`config.mk`:
```
export PLATFORM = sky130hd
export DESIGN_NAME = byte_packer
export DESIGN_NICKNAME = d
export VERILOG_FILES = /design/src/logic/tbuf_pkg.sv /design/src/logic/byte_packer.sv
export SDC_FILE = /design/constraint.sdc
export NUM_CORES = 1
export LEC_CHECK = 0
export ABC_AREA = 1
export BUFFER_PORTS_ARGS = -buffer_cell sky130_fd_sc_hd__buf_2
export CAP_MARGIN = 20
export CORE_ASPECT_RATIO = 1.1
export CORE_UTILIZATION = 40
export DETAILED_ROUTE_END_ITERATION = 10
export GPL_ROUTABILITY_DRIVEN = 0
export HOLD_SLACK_MARGIN = 0.02
export PLACE_DENSITY_LB_ADDON = 0.25
export SETUP_SLACK_MARGIN = 0.5
export SLEW_MARGIN = 20
export SYNTH_ARGS = -nofsm -noshare
export SYNTH_HDL_FRONTEND = slang
export SYNTH_SLANG_ARGS = --single-unit
```
`constraint.sdc`:
```
create_clock -name rd_clk_i -period 6.65 [get_ports rd_clk_i]
set_clock_uncertainty 0.1 [all_clocks]
set_input_delay 1.6625 -clock rd_clk_i [delete_from_list [all_inputs] [get_ports rd_clk_i]]
set_output_delay 1.6625 -clock rd_clk_i [all_outputs]
set_load 0.1 [all_outputs]
```
`src/logic/tbuf_pkg.sv`:
```
// tile buffer shared types
`default_nettype none

package tbuf_pkg;

        typedef logic [7:0]  byte_t;        // one stream byte
        typedef logic [63:0] word_t;        // one stored word
        typedef logic [7:0]  ben_t;         // bit k covers byte lane k
        typedef logic [11:0] word_addr_t;   // bits 11..9 pick the bank
        typedef logic [11:0] fill_t;        // completed words, up to 2880
        typedef logic [15:0] axil_addr_t;
        typedef logic [31:0] axil_data_t;

        // memory geometry
        localparam int unsigned DEPTH_WORDS = 2880;
        localparam int unsigned BANK_DEPTH  = 512;
        localparam int unsigned NUM_BANKS   = 6;

        // register map
        localparam axil_addr_t ADDR_STATUS     = 16'h8000;
        localparam axil_addr_t ADDR_CTRL       = 16'h8004;
        localparam axil_addr_t DATA_WINDOW_END = 16'h5A00;    // 2880 words x 8 bytes

        localparam logic [1:0] RESP_OKAY   = 2'b00;
        localparam logic [1:0] RESP_SLVERR = 2'b10;

        typedef struct packed {
                logic       en;
                word_addr_t addr;
                ben_t       ben;
                word_t      data;
        } ram_wr_t;

        typedef struct packed {
                logic       en;
                word_addr_t addr;
        } ram_rd_t;

        typedef struct packed {
                axil_addr_t awaddr;
                logic       awvalid;
                axil_data_t wdata;
                logic [3:0] wstrb;
                logic       wvalid;
                logic       bready;
                axil_addr_t araddr;
                logic       arvalid;
                logic       rready;
        } axil_req_t;

        typedef struct packed {
                logic       awready;
                logic       wready;
                logic       bvalid;
                logic [1:0] bresp;
                logic       arready;
                logic       rvalid;
                axil_data_t rdata;
                logic [1:0] rresp;
        } axil_rsp_t;

        typedef enum logic [1:0] {
                RD_IDLE,
                RD_MEM,
                RD_RESP
        } rd_state_t;

endpackage

`default_nettype wire

```
`src/logic/byte_packer.sv`:
```
// byte stream to 64-bit word packer
`timescale 1ns/1ps
`default_nettype none

module byte_packer (
        input  wire                    rd_clk_i,
        input  wire                    rst_n_i,
        input  wire tbuf_pkg::byte_t   s_data_i,
        input  wire                    s_valid_i,
        output logic                   s_ready_o,
        input  wire                    flush_i,
        input  wire                    clear_i,
        output tbuf_pkg::ram_wr_t      wr_o,
        output tbuf_pkg::fill_t        fill_o,
        output logic                   partial_o
);
        import tbuf_pkg::*;

        logic       ready_q;
        logic [2:0] lane_q;             // next lane to fill
        ben_t       lanes_q;            // lanes held, not yet written
        fill_t      fill_q;
        word_t      word_q;
        word_t      word_nxt;

        logic       wr_en_q;
        word_addr_t wr_addr_q;
        ben_t       wr_ben_q;
        word_t      wr_data_q;

        logic       full;
        logic       acc;
        logic       last;
        logic       do_flush;

        // a completed word still in flight counts toward full
        assign full = (fill_q == fill_t'(DEPTH_WORDS)) ||
                      (wr_en_q && (fill_q == fill_t'(DEPTH_WORDS - 1)));

        assign s_ready_o = ready_q && !flush_i && !clear_i && !full;
        assign acc       = s_valid_i && s_ready_o;
        assign last      = acc && (lane_q == 3'd7);
        assign do_flush  = flush_i && !clear_i && (|lanes_q);

        always_comb begin
                word_nxt = word_q;
                if (acc)
                        word_nxt[8*lane_q +: 8] = s_data_i;
        end

        always_ff @(posedge rd_clk_i) begin
                if (!rst_n_i) begin
                        ready_q <= 1'b0;
                        lane_q  <= '0;
                        lanes_q <= '0;
                        fill_q  <= '0;
                        wr_en_q <= 1'b0;
                end else begin
                        ready_q <= 1'b1;
                        wr_en_q <= last || do_flush;
                        if (wr_en_q)
                                fill_q <= fill_q + fill_t'(1);     // counts on the write edge

                        if (clear_i) begin
                                lane_q  <= '0;
                                lanes_q <= '0;
                                fill_q  <= '0;
                        end else if (flush_i) begin
                                lane_q  <= '0;
                                lanes_q <= '0;
                        end else if (acc) begin
                                lane_q <= lane_q + 3'd1;            // wraps after lane 7
                                if (last)
                                        lanes_q <= '0;
                                else
                                        lanes_q[lane_q] <= 1'b1;
                        end
                end
        end

        always_ff @(posedge rd_clk_i) begin
                word_q <= word_nxt;
                if (last || do_flush) begin
                        wr_addr_q <= word_addr_t'(fill_q);
                        wr_ben_q  <= last ? '1 : lanes_q;
                        wr_data_q <= word_nxt;
                end
        end

        assign wr_o = '{en: wr_en_q, addr: wr_addr_q, ben: wr_ben_q, data: wr_data_q};

        assign fill_o    = fill_q;
        assign partial_o = |lanes_q;

endmodule

`default_nettype wire

```
==> results.py <==
metrics = {
    "run_status": {
        "outcome": "finished clean",
    },
    "timing": {
        "period_share": 0.729,
        "whs_ns": 0.343,
        "tightest_slew_ns": 0.733,
        "setup_slack_ns": 1.80,
        "tns_ns": 0,
        "min_period_ns": 4.85,
        "finalSetupViolations": 0,
        "finalHoldViolCount": 0,
        "fmax_mhz": 206,
        "maxSlewViolCount": 0,
        "slew_headroom": 0.511,
        "rsz0062_at_grt": "no",
    },
    "logic_synthesis": {
        "syn_nets": 649,
        "synth.most_common_cell": "nand2_1",
        "avgSynthCellArea_um2": 10.3,
        "synthAdderAreaFrac": 0.0194,
        "yosys-top-cells-count": "nand2_1, dfxtp_1, edfxtp_1",
        "synth_seq_cells": 173,
        "ys_types": 34,
        "synth_top_family_by_area": "simple AND/OR/NAND/NOR gates",
        "synth_edf_count": 84,
        "synth_xor_area_frac": 0.00136,
        "synth.area.top_cells": "edfxtp_1, dfxtp_1, nand2_1, o21ai_0, nor2_1",
        "synth_flop_cell": "dfxtp_1",
        "yosys.area.top_type": "edfxtp_1",
        "ys_async_sr_fraction": 0,
        "yosys_warnings": 0,
        "netlist_area_um2": 6450,
        "synth_mux_area_frac": 0,
        "synth_compound_area_frac": 0.0549,
        "synth.top_cell.area_share": 0.391,
        "syn_inst": 626,
        "yosys.area_share.simple": 0.216,
        "ys_seq_area_frac": 0.667,
    },
    "cts": {
        "cts_tree": "done",
        "cts.sinks": 173,
        "root_buffer": "clkbuf_16",
        "ctsHoldBuffers": 0,
        "cts_buffers": 17,
        "clockBufferDepth": 2,
        "ctsResizeCount": 0,
        "path_clk_slew_ns": 0.06,
        "clkLatencyLatePin_ns": 0.42,
        "htreeDepth": 4,
        "cts_setup_buffers": 0,
    },
    "cells_and_area": {
        "nets": 762,
        "drive_above_1_share": 0.218,
        "area_growth_pct": 20.2,
        "final_core_util": 0.493,
    },
    "detailed_routing": {
        "drt_iter0_markers": 369,
        "wl_um": 14200,
        "firstDrtPassIters": 5,
        "drc_errors": 0,
        "vias": 4761,
        "wl_per_cell_um": 14.9,
        "ant_nets": 0,
        "vias_per_cell": 5.00,
    },
    "power_and_ir_drop": {
        "powerDensity_nw_per_um2": 274,
        "p_leak_nw": 3.08,
        "finalPower_mw": 2.12,
        "ir_worst_vdd_mv": 0.172,
    },
    "global_routing": {
        "antenna_found_initial": 0,
        "grt_pass1_wl_um": 21700,
        "grt_max_degree": 85,
        "grt_overflow_total": 0,
        "grt_usage": 0.174,
        "grt_pass1_vias": 4578,
    },
    "worst_setup_path": {
        "endpoint_kind": "primary output",
        "cp_slowest_stage_delay_ns": 0.59,
        "cp-startpoint": "flush_i",
        "critPathTopFamily": "simple AND/OR/NAND/NOR gates",
        "critical_path_arrival_ns": 3.09,
        "worst-r2r-cell-count": 7,
        "cp.buffers_inverters": 2,
        "slowest_stage": "nor3b_2",
        "path_depth": 4,
        "setup.worst_path.end": "s_ready_o",
        "crit_fanout": 11,
        "crit_path_start_kind": "primary input",
        "rr_endpoint": "wr_data_q[33]",
        "crit_top_cell": "buf_2",
        "worst-setup-path-type": "primary input to primary output",
        "r2r_start": "lane_q[0]",
        "required_ns": 4.89,
        "rrSetupSlack_ns": 2.97,
        "crit_chain": "buf_2 > nor3b_2 > a21boi_0 > buf_2",
    },
    "die": {
        "row_count": 48,
        "die_w_um": 123,
        "die_area_um2": 16600,
        "ioPinCount": 112,
        "core-area_um2": 15700,
        "initial_core_util": 0.410,
        "dieHeight_um": 135,
    },
    "placement": {
        "place_hpwl_um": 9630,
        "io_buffers": 111,
        "dp_slack_ns": 1.79,
    },
    "worst_hold_path": {
        "hp-class": "flip-flop to flip-flop",
    },
    "run": {
        "cap_violations": 0,
    },
}
-- registers in the layout, indices dropped and copies added, names as in the netlist --
| signal | cells |
|---|---|
| word_q | 64 |
| lanes_q | 8 |
| wr_ben_q | 8 |
| lane_q | 3 |
| wr_addr_q | 12 |
| wr_en_q | 1 |
| wr_data_q | 64 |
| fill_o | 12 |
| ready_q | 1 |
-- tightest hold or removal path, cell delays in order (launching register included) --
cell and delay (ns):
dfxtp_1 0.30, nand2_1 0.04, nand2_1 0.06
-- cell type report --
cell class,instances,area (um2)
fillers,1467,7980
flip-flops and latches,173,4300
multi-input cells,390,1900
repair buffers,111,556
clock buffers,18,429
well taps,200,250
inverters,46,173
clock inverters,14,144
diodes,1,2.50
-- per-stage QoR --
step / std cells / area (um2)
6_report: 953 / 7750
3_3_place_gp: 920 / 7170
2_1_floorplan: 626 / 6450
3_5_place_dp: 920 / 7170
5_1_grt: 952 / 7750
4_1_cts: 952 / 7740
-- power by group --
group | internal [mW] | leakage, nW | total [mW] | switching [mW]
logic | 0.0105 | 1.45 | 0.0466 | 0.0361
registers | 1.12 | 1.36 | 1.13 | 0.00326
clock network | 0.553 | 0.272 | 0.952 | 0.399
total | 1.69 | 3.08 | 2.12 | 0.438
-- worst min path at each step --
| stage | from | endpoint | slack (ns) | depth (start not counted) |
|---|---|---|---|---|
| after global routing | word_q[50] | word_q[50] | 0.37 | 2 |
| after CTS | word_q[17] | word_q[17] | 0.35 | 2 |
| after floorplan | word_q[16] | word_q[16] | 0.31 | 2 |
| after detailed placement | word_q[17] | word_q[17] | 0.33 | 2 |
| final | word_q[17] | word_q[17] | 0.34 | 2 |
| after global placement | word_q[54] | word_q[54] | 0.32 | 2 |
-- layer usage --
metal  share of wire  GRT usage  up-vias  wire length (um)
met4           0.018     0.0730        0               248
met5               0          0        -                 0
met2            0.51      0.296      170              7160
met1            0.41      0.205     2247              5880
li1                -          -     2325                 -
met3           0.062     0.0488       19               879
-- cells in the final DEF (no fill, tap or decap), types with 2 or more instances in the layout --
cell type,count
clkinvlp_4,3
dfxtp_1,89
o21ai_0,55
clkinv_2,2
clkinv_4,2
inv_6,3
nor2_4,7
a21oi_1,10
clkinv_1,3
clkbuf_16,17
nor3_2,3
inv_1,42
nand3_1,40
ha_1,10
nor3_1,12
edfxtp_1,84
nand4_1,12
buf_2,111
nand2_1,168
inv_2,3
nor2_1,54
bufinv_16,2
nand2_2,4
nor4_1,2
-- cell families after synthesis --
| family | Yosys count |
|---|---|
| simple gates | 310 |
| flops | 173 |
| compound gates | 69 |
| buf+inv | 63 |
| fa+ha+maj | 10 |
| xor+xnor | 1 |
Note: power is estimated with default switching activity, not from simulation.
