===== src/logic/tbuf_pkg.sv =====
// tile buffer shared types
`default_nettype none

package tbuf_pkg;

        typedef logic [7:0]  byte_t;        // one stream byte
        typedef logic [63:0] word_t;        // one stored word
        typedef logic [7:0]  ben_t;         // bit k covers byte lane k
        typedef logic [11:0] word_addr_t;   // bits 11..9 pick the bank
        typedef logic [11:0] fill_t;        // completed words, up to 2880
        typedef logic [15:0] axil_addr_t;
        typedef logic [31:0] axil_data_t;

        // memory geometry
        localparam int unsigned DEPTH_WORDS = 2880;
        localparam int unsigned BANK_DEPTH  = 512;
        localparam int unsigned NUM_BANKS   = 6;

        // register map
        localparam axil_addr_t ADDR_STATUS     = 16'h8000;
        localparam axil_addr_t ADDR_CTRL       = 16'h8004;
        localparam axil_addr_t DATA_WINDOW_END = 16'h5A00;    // 2880 words x 8 bytes

        localparam logic [1:0] RESP_OKAY   = 2'b00;
        localparam logic [1:0] RESP_SLVERR = 2'b10;

        typedef struct packed {
                logic       en;
                word_addr_t addr;
                ben_t       ben;
                word_t      data;
        } ram_wr_t;

        typedef struct packed {
                logic       en;
                word_addr_t addr;
        } ram_rd_t;

        typedef struct packed {
                axil_addr_t awaddr;
                logic       awvalid;
                axil_data_t wdata;
                logic [3:0] wstrb;
                logic       wvalid;
                logic       bready;
                axil_addr_t araddr;
                logic       arvalid;
                logic       rready;
        } axil_req_t;

        typedef struct packed {
                logic       awready;
                logic       wready;
                logic       bvalid;
                logic [1:0] bresp;
                logic       arready;
                logic       rvalid;
                axil_data_t rdata;
                logic [1:0] rresp;
        } axil_rsp_t;

        typedef enum logic [1:0] {
                RD_IDLE,
                RD_MEM,
                RD_RESP
        } rd_state_t;

endpackage

`default_nettype wire


===== src/logic/axil_tbuf_regs.sv =====
// axi4-lite register and data window port
`timescale 1ns/1ps
`default_nettype none

module axil_tbuf_regs (
        input  wire                       rd_clk_i,
        input  wire                       rst_n_i,
        input  wire tbuf_pkg::axil_req_t  axil_req_i,
        output tbuf_pkg::axil_rsp_t       axil_rsp_o,
        input  wire tbuf_pkg::fill_t      fill_i,
        input  wire                       partial_i,
        output logic                      flush_o,
        output logic                      clear_o,
        output tbuf_pkg::ram_rd_t         rd_o,
        input  wire tbuf_pkg::word_t      rd_data_i
);
        import tbuf_pkg::*;

        // write channel
        logic       aw_hs;
        logic       ctrl_hit;
        logic       bvalid_q;
        logic [1:0] bresp_q;
        logic       flush_q;
        logic       clear_q;

        // read channel
        rd_state_t  state_q;
        logic       ar_hs;
        axil_addr_t ar_addr_q;
        logic       win_hit;
        logic       stat_hit;
        logic       rvalid_q;
        axil_data_t rdata_q;
        logic [1:0] rresp_q;
        axil_data_t rd_word;
        logic [1:0] rd_resp;

        assign aw_hs    = axil_req_i.awvalid && axil_req_i.wvalid && !bvalid_q;
        assign ctrl_hit = (axil_req_i.awaddr == ADDR_CTRL);

        always_ff @(posedge rd_clk_i) begin
                if (!rst_n_i) begin
                        bvalid_q <= 1'b0;
                        flush_q  <= 1'b0;
                        clear_q  <= 1'b0;
                end else begin
                        flush_q <= 1'b0;
                        clear_q <= 1'b0;
                        if (aw_hs) begin
                                bvalid_q <= 1'b1;
                                if (ctrl_hit && axil_req_i.wstrb[0]) begin
                                        clear_q <= axil_req_i.wdata[1];    // clear wins
                                        flush_q <= axil_req_i.wdata[0] && !axil_req_i.wdata[1];
                                end
                        end else if (axil_req_i.bready) begin
                                bvalid_q <= 1'b0;
                        end
                end
        end

        always_ff @(posedge rd_clk_i) begin
                if (aw_hs)
                        bresp_q <= ctrl_hit ? RESP_OKAY : RESP_SLVERR;
        end

        assign ar_hs = axil_req_i.arvalid && (state_q == RD_IDLE);

        // idle -> ram read -> capture, then hold until rready
        always_ff @(posedge rd_clk_i) begin
                if (!rst_n_i) begin
                        state_q  <= RD_IDLE;
                        rvalid_q <= 1'b0;
                end else begin
                        case (state_q)
                        RD_IDLE: begin
                                if (ar_hs)
                                        state_q <= RD_MEM;
                        end
                        RD_MEM: begin
                                state_q <= RD_RESP;
                        end
                        RD_RESP: begin
                                if (!rvalid_q) begin
                                        rvalid_q <= 1'b1;
                                end else if (axil_req_i.rready) begin
                                        rvalid_q <= 1'b0;
                                        state_q  <= RD_IDLE;
                                end
                        end
                        default: state_q <= RD_IDLE;
                        endcase
                end
        end

        assign win_hit  = (ar_addr_q < DATA_WINDOW_END);
        assign stat_hit = (ar_addr_q == ADDR_STATUS);

        assign rd_o = '{en: (state_q == RD_MEM) && win_hit, addr: ar_addr_q[14:3]};

        always_comb begin
                rd_word = '0;
                rd_resp = RESP_SLVERR;
                if (win_hit) begin
                        rd_word = ar_addr_q[2] ? rd_data_i[63:32] : rd_data_i[31:0];
                        rd_resp = RESP_OKAY;
                end else if (stat_hit) begin
                        rd_word = {15'd0, partial_i, 4'd0, fill_i};
                        rd_resp = RESP_OKAY;
                end
        end

        always_ff @(posedge rd_clk_i) begin
                if (ar_hs)
                        ar_addr_q <= axil_req_i.araddr;
                if ((state_q == RD_RESP) && !rvalid_q) begin
                        rdata_q <= rd_word;
                        rresp_q <= rd_resp;
                end
        end

        always_comb begin
                axil_rsp_o.awready = aw_hs;
                axil_rsp_o.wready  = aw_hs;
                axil_rsp_o.bvalid  = bvalid_q;
                axil_rsp_o.bresp   = bresp_q;
                axil_rsp_o.arready = (state_q == RD_IDLE);
                axil_rsp_o.rvalid  = rvalid_q;
                axil_rsp_o.rdata   = rdata_q;
                axil_rsp_o.rresp   = rresp_q;
        end

        assign flush_o = flush_q;
        assign clear_o = clear_q;

endmodule

`default_nettype wire


===== config.mk =====
export PLATFORM = sky130hd
export DESIGN_NAME = axil_tbuf_regs
export DESIGN_NICKNAME = d
export VERILOG_FILES = /design/src/logic/tbuf_pkg.sv /design/src/logic/axil_tbuf_regs.sv
export SDC_FILE = /design/constraint.sdc
export NUM_CORES = 1
export LEC_CHECK = 0
export ABC_AREA = 0
export ABC_CLOCK_PERIOD_IN_PS = 2400
export BUFFER_PORTS_ARGS = -buffer_cell sky130_fd_sc_hd__buf_4
export CAP_MARGIN = 20
export CORE_MARGIN = 3
export CORE_UTILIZATION = 36
export DETAILED_ROUTE_END_ITERATION = 8
export HOLD_SLACK_MARGIN = 0.06
export PLACE_DENSITY = 0.75
export SETUP_SLACK_MARGIN = 0.1
export SYNTH_ARGS = -nofsm -noshare
export SYNTH_HDL_FRONTEND = slang
export SYNTH_SLANG_ARGS = --single-unit

===== constraint.sdc =====
create_clock -name rd_clk_i -period 2.4 [get_ports rd_clk_i]
set_clock_uncertainty 0.2 [all_clocks]
set_input_delay 0.48 -clock rd_clk_i [delete_from_list [all_inputs] [get_ports rd_clk_i]]
set_output_delay 0.48 -clock rd_clk_i [all_outputs]
set_load 0.02 [all_outputs]

==> run_results.csv, run 1 <==
group,metric,value,unit
grt,grt_max_degree,34,
worst_setup_path,slowest_delay,0.43,ns
clock_tree,postCtsHoldBufs,0,
worst_setup_path,crit_required,1.72,ns
grt,grt_first_pass_wirelength,9000,microns
min_path,min_to,"flush_o$_SDFF_PN0_",
run,cap_viol_max_count,0,
route,drtIter0Drc,55,
logic_synthesis,synth_area,0.00263,sq mm
logic_synthesis,synth_cell_types,30,
floorplan,start_util,37.9,%
floorplan,die-width,91.5,microns
floorplan,rows,30,
route,via_count,2031,
worst_setup_path,reg2reg_slack,0.67,ns
worst_setup_path,cp_max_fo,3,
clock_tree,clkLatencyLatePin,0.30,ns
final_layout,areaGrowthSynthToFinish,51.4,%
worst_setup_path,regToRegStartpoint,"ar_addr_q[13]$_DFFE_PP_",
sta,max_freq,0.495,GHz
place,portBuffers,172,
clock_tree,post_cts_buffers,0,
sta,post-route-period-util,84.2,%
logic_synthesis,synth_ff_type,"edfxtp_1",
sta,setup-violations-final,0,
floorplan,die_y,91.5,microns
sta,worst_slew_pin_slew,0.647,ns
sta,finalSetupTns,0,ns
status,status,"completed",
worst_setup_path,cp-end-kind,"output port",
pwr,p_per_area,520,mW/mm^2
sta,final-hold-violation-count,0,
grt,grtUsageTotal,13.3,%
worst_setup_path,cp_cell_sequence,"o2111ai_1 > and3_1 > buf_4",
clock_tree,cts_buffers,5,
min_path,hp-class,"input pin to register",
min_path,hold-path-cell-count,2,
route,route.detailed.drc,0,
place,hpwl,4860,microns
sta,min_period,2.02,ns
floorplan,pin_count,208,
pwr,p_leak,0.00184,uW
clock_tree,clk_path_buf_depth,2,
clock_tree,h-tree-depth,2,
worst_setup_path,crit_slowest_cell,"edfxtp_1",
route,firstDrtPassIters,4,
clock_tree,cts_resized,0,
route,ant_nets,0,
sta,slew_viol_final,0,
grt,grt.overflow.total,0,
logic_synthesis,synth_seq_cells,56,
route,wl,5990,microns
worst_setup_path,critical_path_class,"register to output port",
logic_synthesis,yosysWarnings,0,
clock_tree,cts_tree,"yes",
final_layout,fillCellCount,562,
final_layout,layout-drive-gt1-share,56.3,%
worst_setup_path,worst_r2r_endpoint,"rresp_q[1]$_SDFFCE_PN0P_",
pwr,ir_drop,0.298,mV
sta,relSlewSlack,56.9,%
sta,grt_setup_unrepaired,"false",
clock_tree,cts_root_buf,"clkbuf_8",
min_path,worst_hold_startpoint,"axil_req_i[25]",
grt,antenna_found_initial,0,
clock_tree,cts.clk_slew.worst_paths,0.09,ns
logic_synthesis,async_flop_share,0,%
route,detail_route.wl_per_cell,13.4,microns
sta,whs,0.145,ns
logic_synthesis,yosysSeqAreaShare,61.6,%
floorplan,die_area,0.00838,sq mm
floorplan,core-area,0.00694,sq mm
logic_synthesis,synthesis.instances,193,
final_layout,diodes,0,
place,gp_congestion,0.720,
clock_tree,cts.sinks,56,
grt,grt_pass1_vias,1991,
worst_setup_path,reg2reg_depth,4,
final_layout,nets,504,
worst_setup_path,crit_arrival,1.34,ns
logic_synthesis,syn_avg_cell_area,13.6,sq um
route,via_per_inst,4.53,
worst_setup_path,crit_path_start_kind,"register",
logic_synthesis,synth_edf_count,50,
[synth_stat cells (all sizes together) (2+ instances only)]
cell type  instances  area share [%]
a21oi              2            0.38
and2               2            0.47
and3               2            0.47
buf               25             6.9
dfxtp              6             4.6
edfxtp            50              57
inv               14             2.0
mux2i             32              12
nand2              2            0.29
nand2b             2            0.47
nand4              2            0.71
nor2              21             3.0
nor2b              2            0.47
nor4               5             1.8
nor4b              4             1.6
o21a               2            0.57
o22ai             13             5.5
[cells in the final DEF, fill, tap and decap left out, drive strengths merged]
cell type | Yosys | layout
nand3 | 1 | 1
buf | 25 | 177
nand2 | 2 | 2
clkinvlp | 0 | 1
conb | 1 | 2
clkinv | 0 | 1
nor4b | 4 | 4
inv | 14 | 14
nor2b | 2 | 2
edfxtp | 50 | 50
mux2i | 32 | 32
nand2b | 2 | 2
a21oi | 2 | 2
o22ai | 13 | 13
nor4 | 5 | 5
o21a | 2 | 2
dfxtp | 6 | 6
nor2 | 21 | 21
and2 | 2 | 2
clkbuf | 1 | 5
o211a | 1 | 1
nand4 | 2 | 2
nor3 | 1 | 1
and3 | 2 | 2
and3b | 1 | 1
o2111ai | 1 | 1
[power by group]
part	internal (uW)	total (uW)	switching, uW	leakage (uW)
logic	241	442	202	0.00128
registers	1130	1150	25.0	0.000518
clock network	198	479	281	0.0000400
[worst max-delay path by stage]
stage / startpoint / endpoint / slack (ns) / cells after the start
global placement: ar_addr_q[13]$_DFFE_PP_ / rresp_q[1]$_SDFFCE_PN0P_ / 0.66 / 4
finish: ar_addr_q[9]$_DFFE_PP_ / rd_o[12] / 0.38 / 3
floorplan: state_q[0]$_SDFFE_PN0P_ / rdata_q[0]$_DFFE_PP_ / 0.44 / 2
CTS: ar_addr_q[9]$_DFFE_PP_ / rd_o[12] / 0.36 / 3
detailed placement: ar_addr_q[13]$_DFFE_PP_ / rresp_q[1]$_SDFFCE_PN0P_ / 0.65 / 4
global route: ar_addr_q[9]$_DFFE_PP_ / rd_o[12] / 0.31 / 3
[stage by stage]
step	cell area, sq um	std cells	setup WS [ns]	utilization (%)	power [uW]
after global routing	3990	448	0.309	57.4	2170
after CTS	3990	448	0.357	57.4	2110
after global placement	3910	441	0.661	56.3	1610
after floorplan	2640	194	0.439	-	1400
final	3990	448	0.379	57.4	2070
after detailed placement	3910	441	0.646	56.3	1620
[layout make-up]
| cell class | count | area, sq um | share of cell area [%] |
|---|---|---|---|
| flip-flops and latches | 56 | 1620 | 40.7 |
| multi-input cells | 98 | 785 | 19.7 |
| well taps | 96 | 120 | 3.01 |
| clock buffers | 5 | 68.8 | 1.73 |
| repair buffers | 177 | 1330 | 33.3 |
| clock inverters | 2 | 12.5 | 0.314 |
| inverters | 14 | 52.6 | 1.32 |
[worst max-delay path: cells and delay by family (launching register included)]
kind            cells  cell delay (ns)
compound gates      1             0.26
buf+inv             1             0.14
flops               1             0.43
simple gates        1             0.21
[flip-flops by register name, summed over array words and instances, names as in the netlist]
register,count
rvalid_q,1
flush_o,1
rresp_q,1
bvalid_q,1
bresp_q,1
state_q,2
clear_o,1
ar_addr_q,16
rdata_q,32
[routing by layer]
metal / vias up / part of all wire [%] / track usage, %
met1: 918 / 36 / 13.8
li1: 1003 / - / -
met3: 6 / 10 / 5.22
met5: - / 0 / 0
met4: 0 / 0.83 / 3.14
met2: 104 / 53 / 25.0
[logic make-up after synthesis]
family / share of synthesized area (%)
muxes: 12.2
and+or+nand+nor: 9.93
DFF: 61.6
AOI/OAI and AO/OA: 7.13
other: 0.142
buffers and inverters: 9.07
No activity file was read; power rests on OpenSTA's default activity.
==> inputs of run 2 (changes only) <==
--- a/config.mk
+++ b/config.mk
@@ -5,15 +5,15 @@
 export SDC_FILE = /design/constraint.sdc
 export NUM_CORES = 1
 export LEC_CHECK = 0
-export ABC_AREA = 0
-export ABC_CLOCK_PERIOD_IN_PS = 2400
+export ABC_AREA = 1
+export ABC_CLOCK_PERIOD_IN_PS = 1630
 export BUFFER_PORTS_ARGS = -buffer_cell sky130_fd_sc_hd__buf_4
 export CAP_MARGIN = 20
 export CORE_MARGIN = 3
 export CORE_UTILIZATION = 36
 export DETAILED_ROUTE_END_ITERATION = 8
 export HOLD_SLACK_MARGIN = 0.06
-export PLACE_DENSITY = 0.75
+export PLACE_DENSITY = 0.74
 export SETUP_SLACK_MARGIN = 0.1
 export SYNTH_ARGS = -nofsm -noshare
 export SYNTH_HDL_FRONTEND = slang
==> constraint.sdc (replaced) <==
create_clock -name rd_clk_i -period 1.63 [get_ports rd_clk_i]
set_clock_uncertainty 0.2 [all_clocks]
set_input_delay 0.326 -clock rd_clk_i [delete_from_list [all_inputs] [get_ports rd_clk_i]]
set_output_delay 0.326 -clock rd_clk_i [all_outputs]
set_load 0.02 [all_outputs]
==> run 2 against run 1 <==
Effect of this change: the flow now finishes with violations (negative setup slack); worst hold slack worse by 0.049 ns; clock-buffer cell count did not move; sequential share of layout area shrank 6.8 points; utilization up 8.6 points; synthesized area is 3.2% higher; die area is 3.0% higher; critical path depth grew 4; synthesized cell count rose by 53%; combinational power rose by 100%; first-iteration DRC count increased by 36%; non-clock buffer count is 47 higher; design area rose by 21%; critical path type unchanged; critical endpoint unchanged; largest cell class is now non-clock buffers; largest power group unchanged.
==> run_results.csv, run 2 <==
group,metric,value,unit
place,place_area,0.00410,sq mm
floorplan,die-width,92.9,microns
sta,max_freq,0.543,GHz
final_layout,areaGrowthSynthToFinish,77.0,%
worst_setup_path,reg2reg_slack,-0.19,ns
clock_tree,cts_root_buf,"clkbuf_8",
route,drtIter0Drc,75,
logic_synthesis,yosysMostFrequentCell,"nand2_1",
floorplan,die_y,92.9,microns
sta,setup-violations-final,28,
floorplan,pin_count,208,
logic_synthesis,synth_top_family_by_area,"simple AND/OR/NAND/NOR gates",
grt,use_met3,5.04,%
grt,grtUsageTotal,17.5,%
place,hpwl,5610,microns
logic_synthesis,syn_avg_cell_area,9.22,sq um
pwr,p_per_area,698,mW/mm^2
run,cap_viol_max_count,0,
min_path,min_to,"state_q[0]$_SDFFE_PN0P_",
final_layout,stdcell_area,0.00481,sq mm
clock_tree,cts_tree,"yes",
sta,grt_setup_unrepaired,"true",
clock_tree,cts.clk_slew.worst_paths,0.10,ns
worst_setup_path,cp_max_fo,3,
grt,grt_first_pass_wirelength,12000,microns
final_layout,largest_reg_flops,32,
worst_setup_path,worst_r2r_endpoint,"rresp_q[1]$_SDFFCE_PN0P_",
route,wl,8350,microns
logic_synthesis,yosysSeqAreaShare,59.6,%
final_layout,nets,648,
clock_tree,clk_path_buf_depth,2,
logic_synthesis,synth_area,0.00272,sq mm
clock_tree,cts_buffers,5,
grt,antenna_found_initial,0,
logic_synthesis,synthesis.instances,295,
route,via_count,2702,
min_path,hold-path-cell-count,3,
status,violations,"negative setup slack",
logic_synthesis,synth_ff_type,"edfxtp_1",
logic_synthesis,synth_common_cells,"109 x nand2_1, 50 x edfxtp_1, 28 x nand3_1",
route,ant_nets,0,
logic_synthesis,synthXorXnorAreaFrac,0,%
grt,grt_max_degree,34,
route,detail_route.wl_per_cell,14.0,microns
final_layout,fin_util,66.0,%
worst_setup_path,regToRegStartpoint,"ar_addr_q[9]$_DFFE_PP_",
grt,met2_usage,33.1,%
logic_synthesis,yosys.area_share.simple,25.4,%
route,route.detailed.drc,0,
worst_setup_path,crit_arrival,1.31,ns
final_layout,final_common_cell,"buf_4",
logic_synthesis,synth_top_area_cell,"edfxtp_1",
min_path,worst_hold_startpoint,"axil_req_i[1]",
logic_synthesis,synth_mux_area_share,0,%
final_layout,layout-drive-gt1-share,50.3,%
logic_synthesis,async_flop_share,0,%
pwr,ir_drop,0.583,mV
floorplan,core-area,0.00729,sq mm
clock_tree,h-tree-depth,2,
logic_synthesis,synth_fa_ha_area_share,0,%
route,via_per_inst,4.53,
place,portBuffers,172,
logic_synthesis,synth_edf_count,50,
status,status,"finished, violations left",
worst_setup_path,critical_path_class,"register to output port",
clock_tree,cts.sinks,56,
final_layout,diodes,0,
place,gp_congestion,0.703,
route,firstDrtPassIters,4,
clock_tree,clkLatencyLatePin,0.31,ns
worst_setup_path,cp-end-kind,"output port",
sta,worst_slack,-0.210,ns
final_layout,layout_common_cells,"179 x buf_4, 104 x nand2_1, 50 x edfxtp_1, 25 x nand3_1",
final_layout,biggestRegsByFlops,"rdata_q (32), ar_addr_q (16), state_q (2)",
logic_synthesis,ys_top_cells_by_area,"edfxtp_1 55%, nand2_1 15%, buf_4 5.5%, nand3_1 5.2%, dfxtp_1 4.4%",
pwr,p_leak,0.00222,uW
sta,finalSetupTns,-3.22,ns
logic_synthesis,yosysWarnings,0,
grt,met1_usage,19.4,%
floorplan,die_area,0.00863,sq mm
sta,slew_viol_final,0,
sta,final-hold-violation-count,0,
grt,grt_pass1_vias,2615,
min_path,hp-class,"input pin to register",
sta,min_period,1.84,ns
sta,post-route-period-util,113,%
grt,grt.overflow.total,0,
floorplan,start_util,37.3,%
logic_synthesis,synth_cell_types,22,
logic_synthesis,synth_seq_cells,56,
place,place_ws,0.00574,ns
worst_setup_path,crit_required,1.10,ns
final_layout,regMostFlops,"rdata_q",
worst_setup_path,crit_path_start_kind,"register",
logic_synthesis,synth.top_cell.area_share,55.2,%
worst_setup_path,reg2reg_depth,9,
floorplan,rows,31,
grt,busiest_layer,"met2",
logic_synthesis,synth_compound_area_share,4.74,%
[run 2: cell types whose count changed in the layout (fill, tap and decap cells not counted), moves of 10 or more]
cell / previous run / this run
a21oi_1: 2 / 13
buf_6: 0 / 12
dlygate4sd3_1: 0 / 19
mux2i_1: 32 / 0
nand2_1: 2 / 104
nand3_1: 1 / 25
o22ai_2: 10 / 0
[run 2: final cells by class]
cell class | count | area [sq um]
Multi-Input combinational cell | 195 | 935
Fill cell | 581 | 2480
Clock buffer | 5 | 68.8
Clock inverter | 3 | 22.5
Timing Repair Buffer | 224 | 1980
Tap cell | 99 | 124
Inverter | 14 | 52.6
Sequential cell | 56 | 1630
[run 2: where the power goes]
part           switching (uW)  internal (uW)
Sequential               39.3           1660
Clock                     463            309
Combinational             397            491
Total                     899           2460
[run 2: logic make-up (layout without fill, tap and decap cells)]
logic type             after synthesis  in the layout
other                                1              2
DFF                                 56             56
and+or+nand+nor                    169            169
AOI/OAI and AO/OA                   24             24
buffers and inverters               45            246
[run 2: repair_timing]
item,CTS,global route
gates resized for setup,12,30
hold buffers,19,0
endpoints found under the hold margin,19,0
setup endpoints to repair,37,74
pin swaps,9,12
cloned,1,7
buffers inserted,5,10
[run 2: metal layers]
| metal | vias to the layer above | routed length, microns |
|---|---|---|
| met5 | - | 0 |
| met1 | 1202 | 3170 |
| met4 | 0 | 93 |
| met2 | 137 | 4340 |
| li1 | 1351 | - |
| met3 | 12 | 740 |
[run 2: worst max-delay path by stage]
stage	startpoint	end	slack, ns	cells past startpoint
3_5_place_dp	ar_addr_q[13]$_DFFE_PP_	rd_o[12]	0.006	7
2_1_floorplan	state_q[1]$_SDFFE_PN0P_	rdata_q[0]$_DFFE_PP_	-0.04	4
3_3_place_gp	ar_addr_q[13]$_DFFE_PP_	rd_o[12]	0.06	7
4_1_cts	ar_addr_q[13]$_DFFE_PP_	rd_o[12]	-0.25	7
6_report	ar_addr_q[13]$_DFFE_PP_	rd_o[12]	-0.21	7
5_1_grt	ar_addr_q[10]$_DFFE_PP_	rd_o[12]	-0.30	5
[run 2: per-stage QoR]
stage | power [uW] | hold slack, ns | instances
2_1_floorplan | 2070 | 0.225 | 296
3_3_place_gp | 2420 | 0.252 | 549
3_5_place_dp | 2440 | 0.263 | 549
4_1_cts | 3270 | 0.0833 | 581
5_1_grt | 3500 | 0.0909 | 596
6_report | 3360 | 0.0962 | 596
[run 2: critical path, cell delays in order, from the launching register on]
cell and delay [ns]:
edfxtp_1 0.44, inv_1 0.09, nand2_2 0.05, nor2_2 0.09
nand2_2 0.08, nand2_4 0.08, nor2_4 0.03, buf_6 0.13
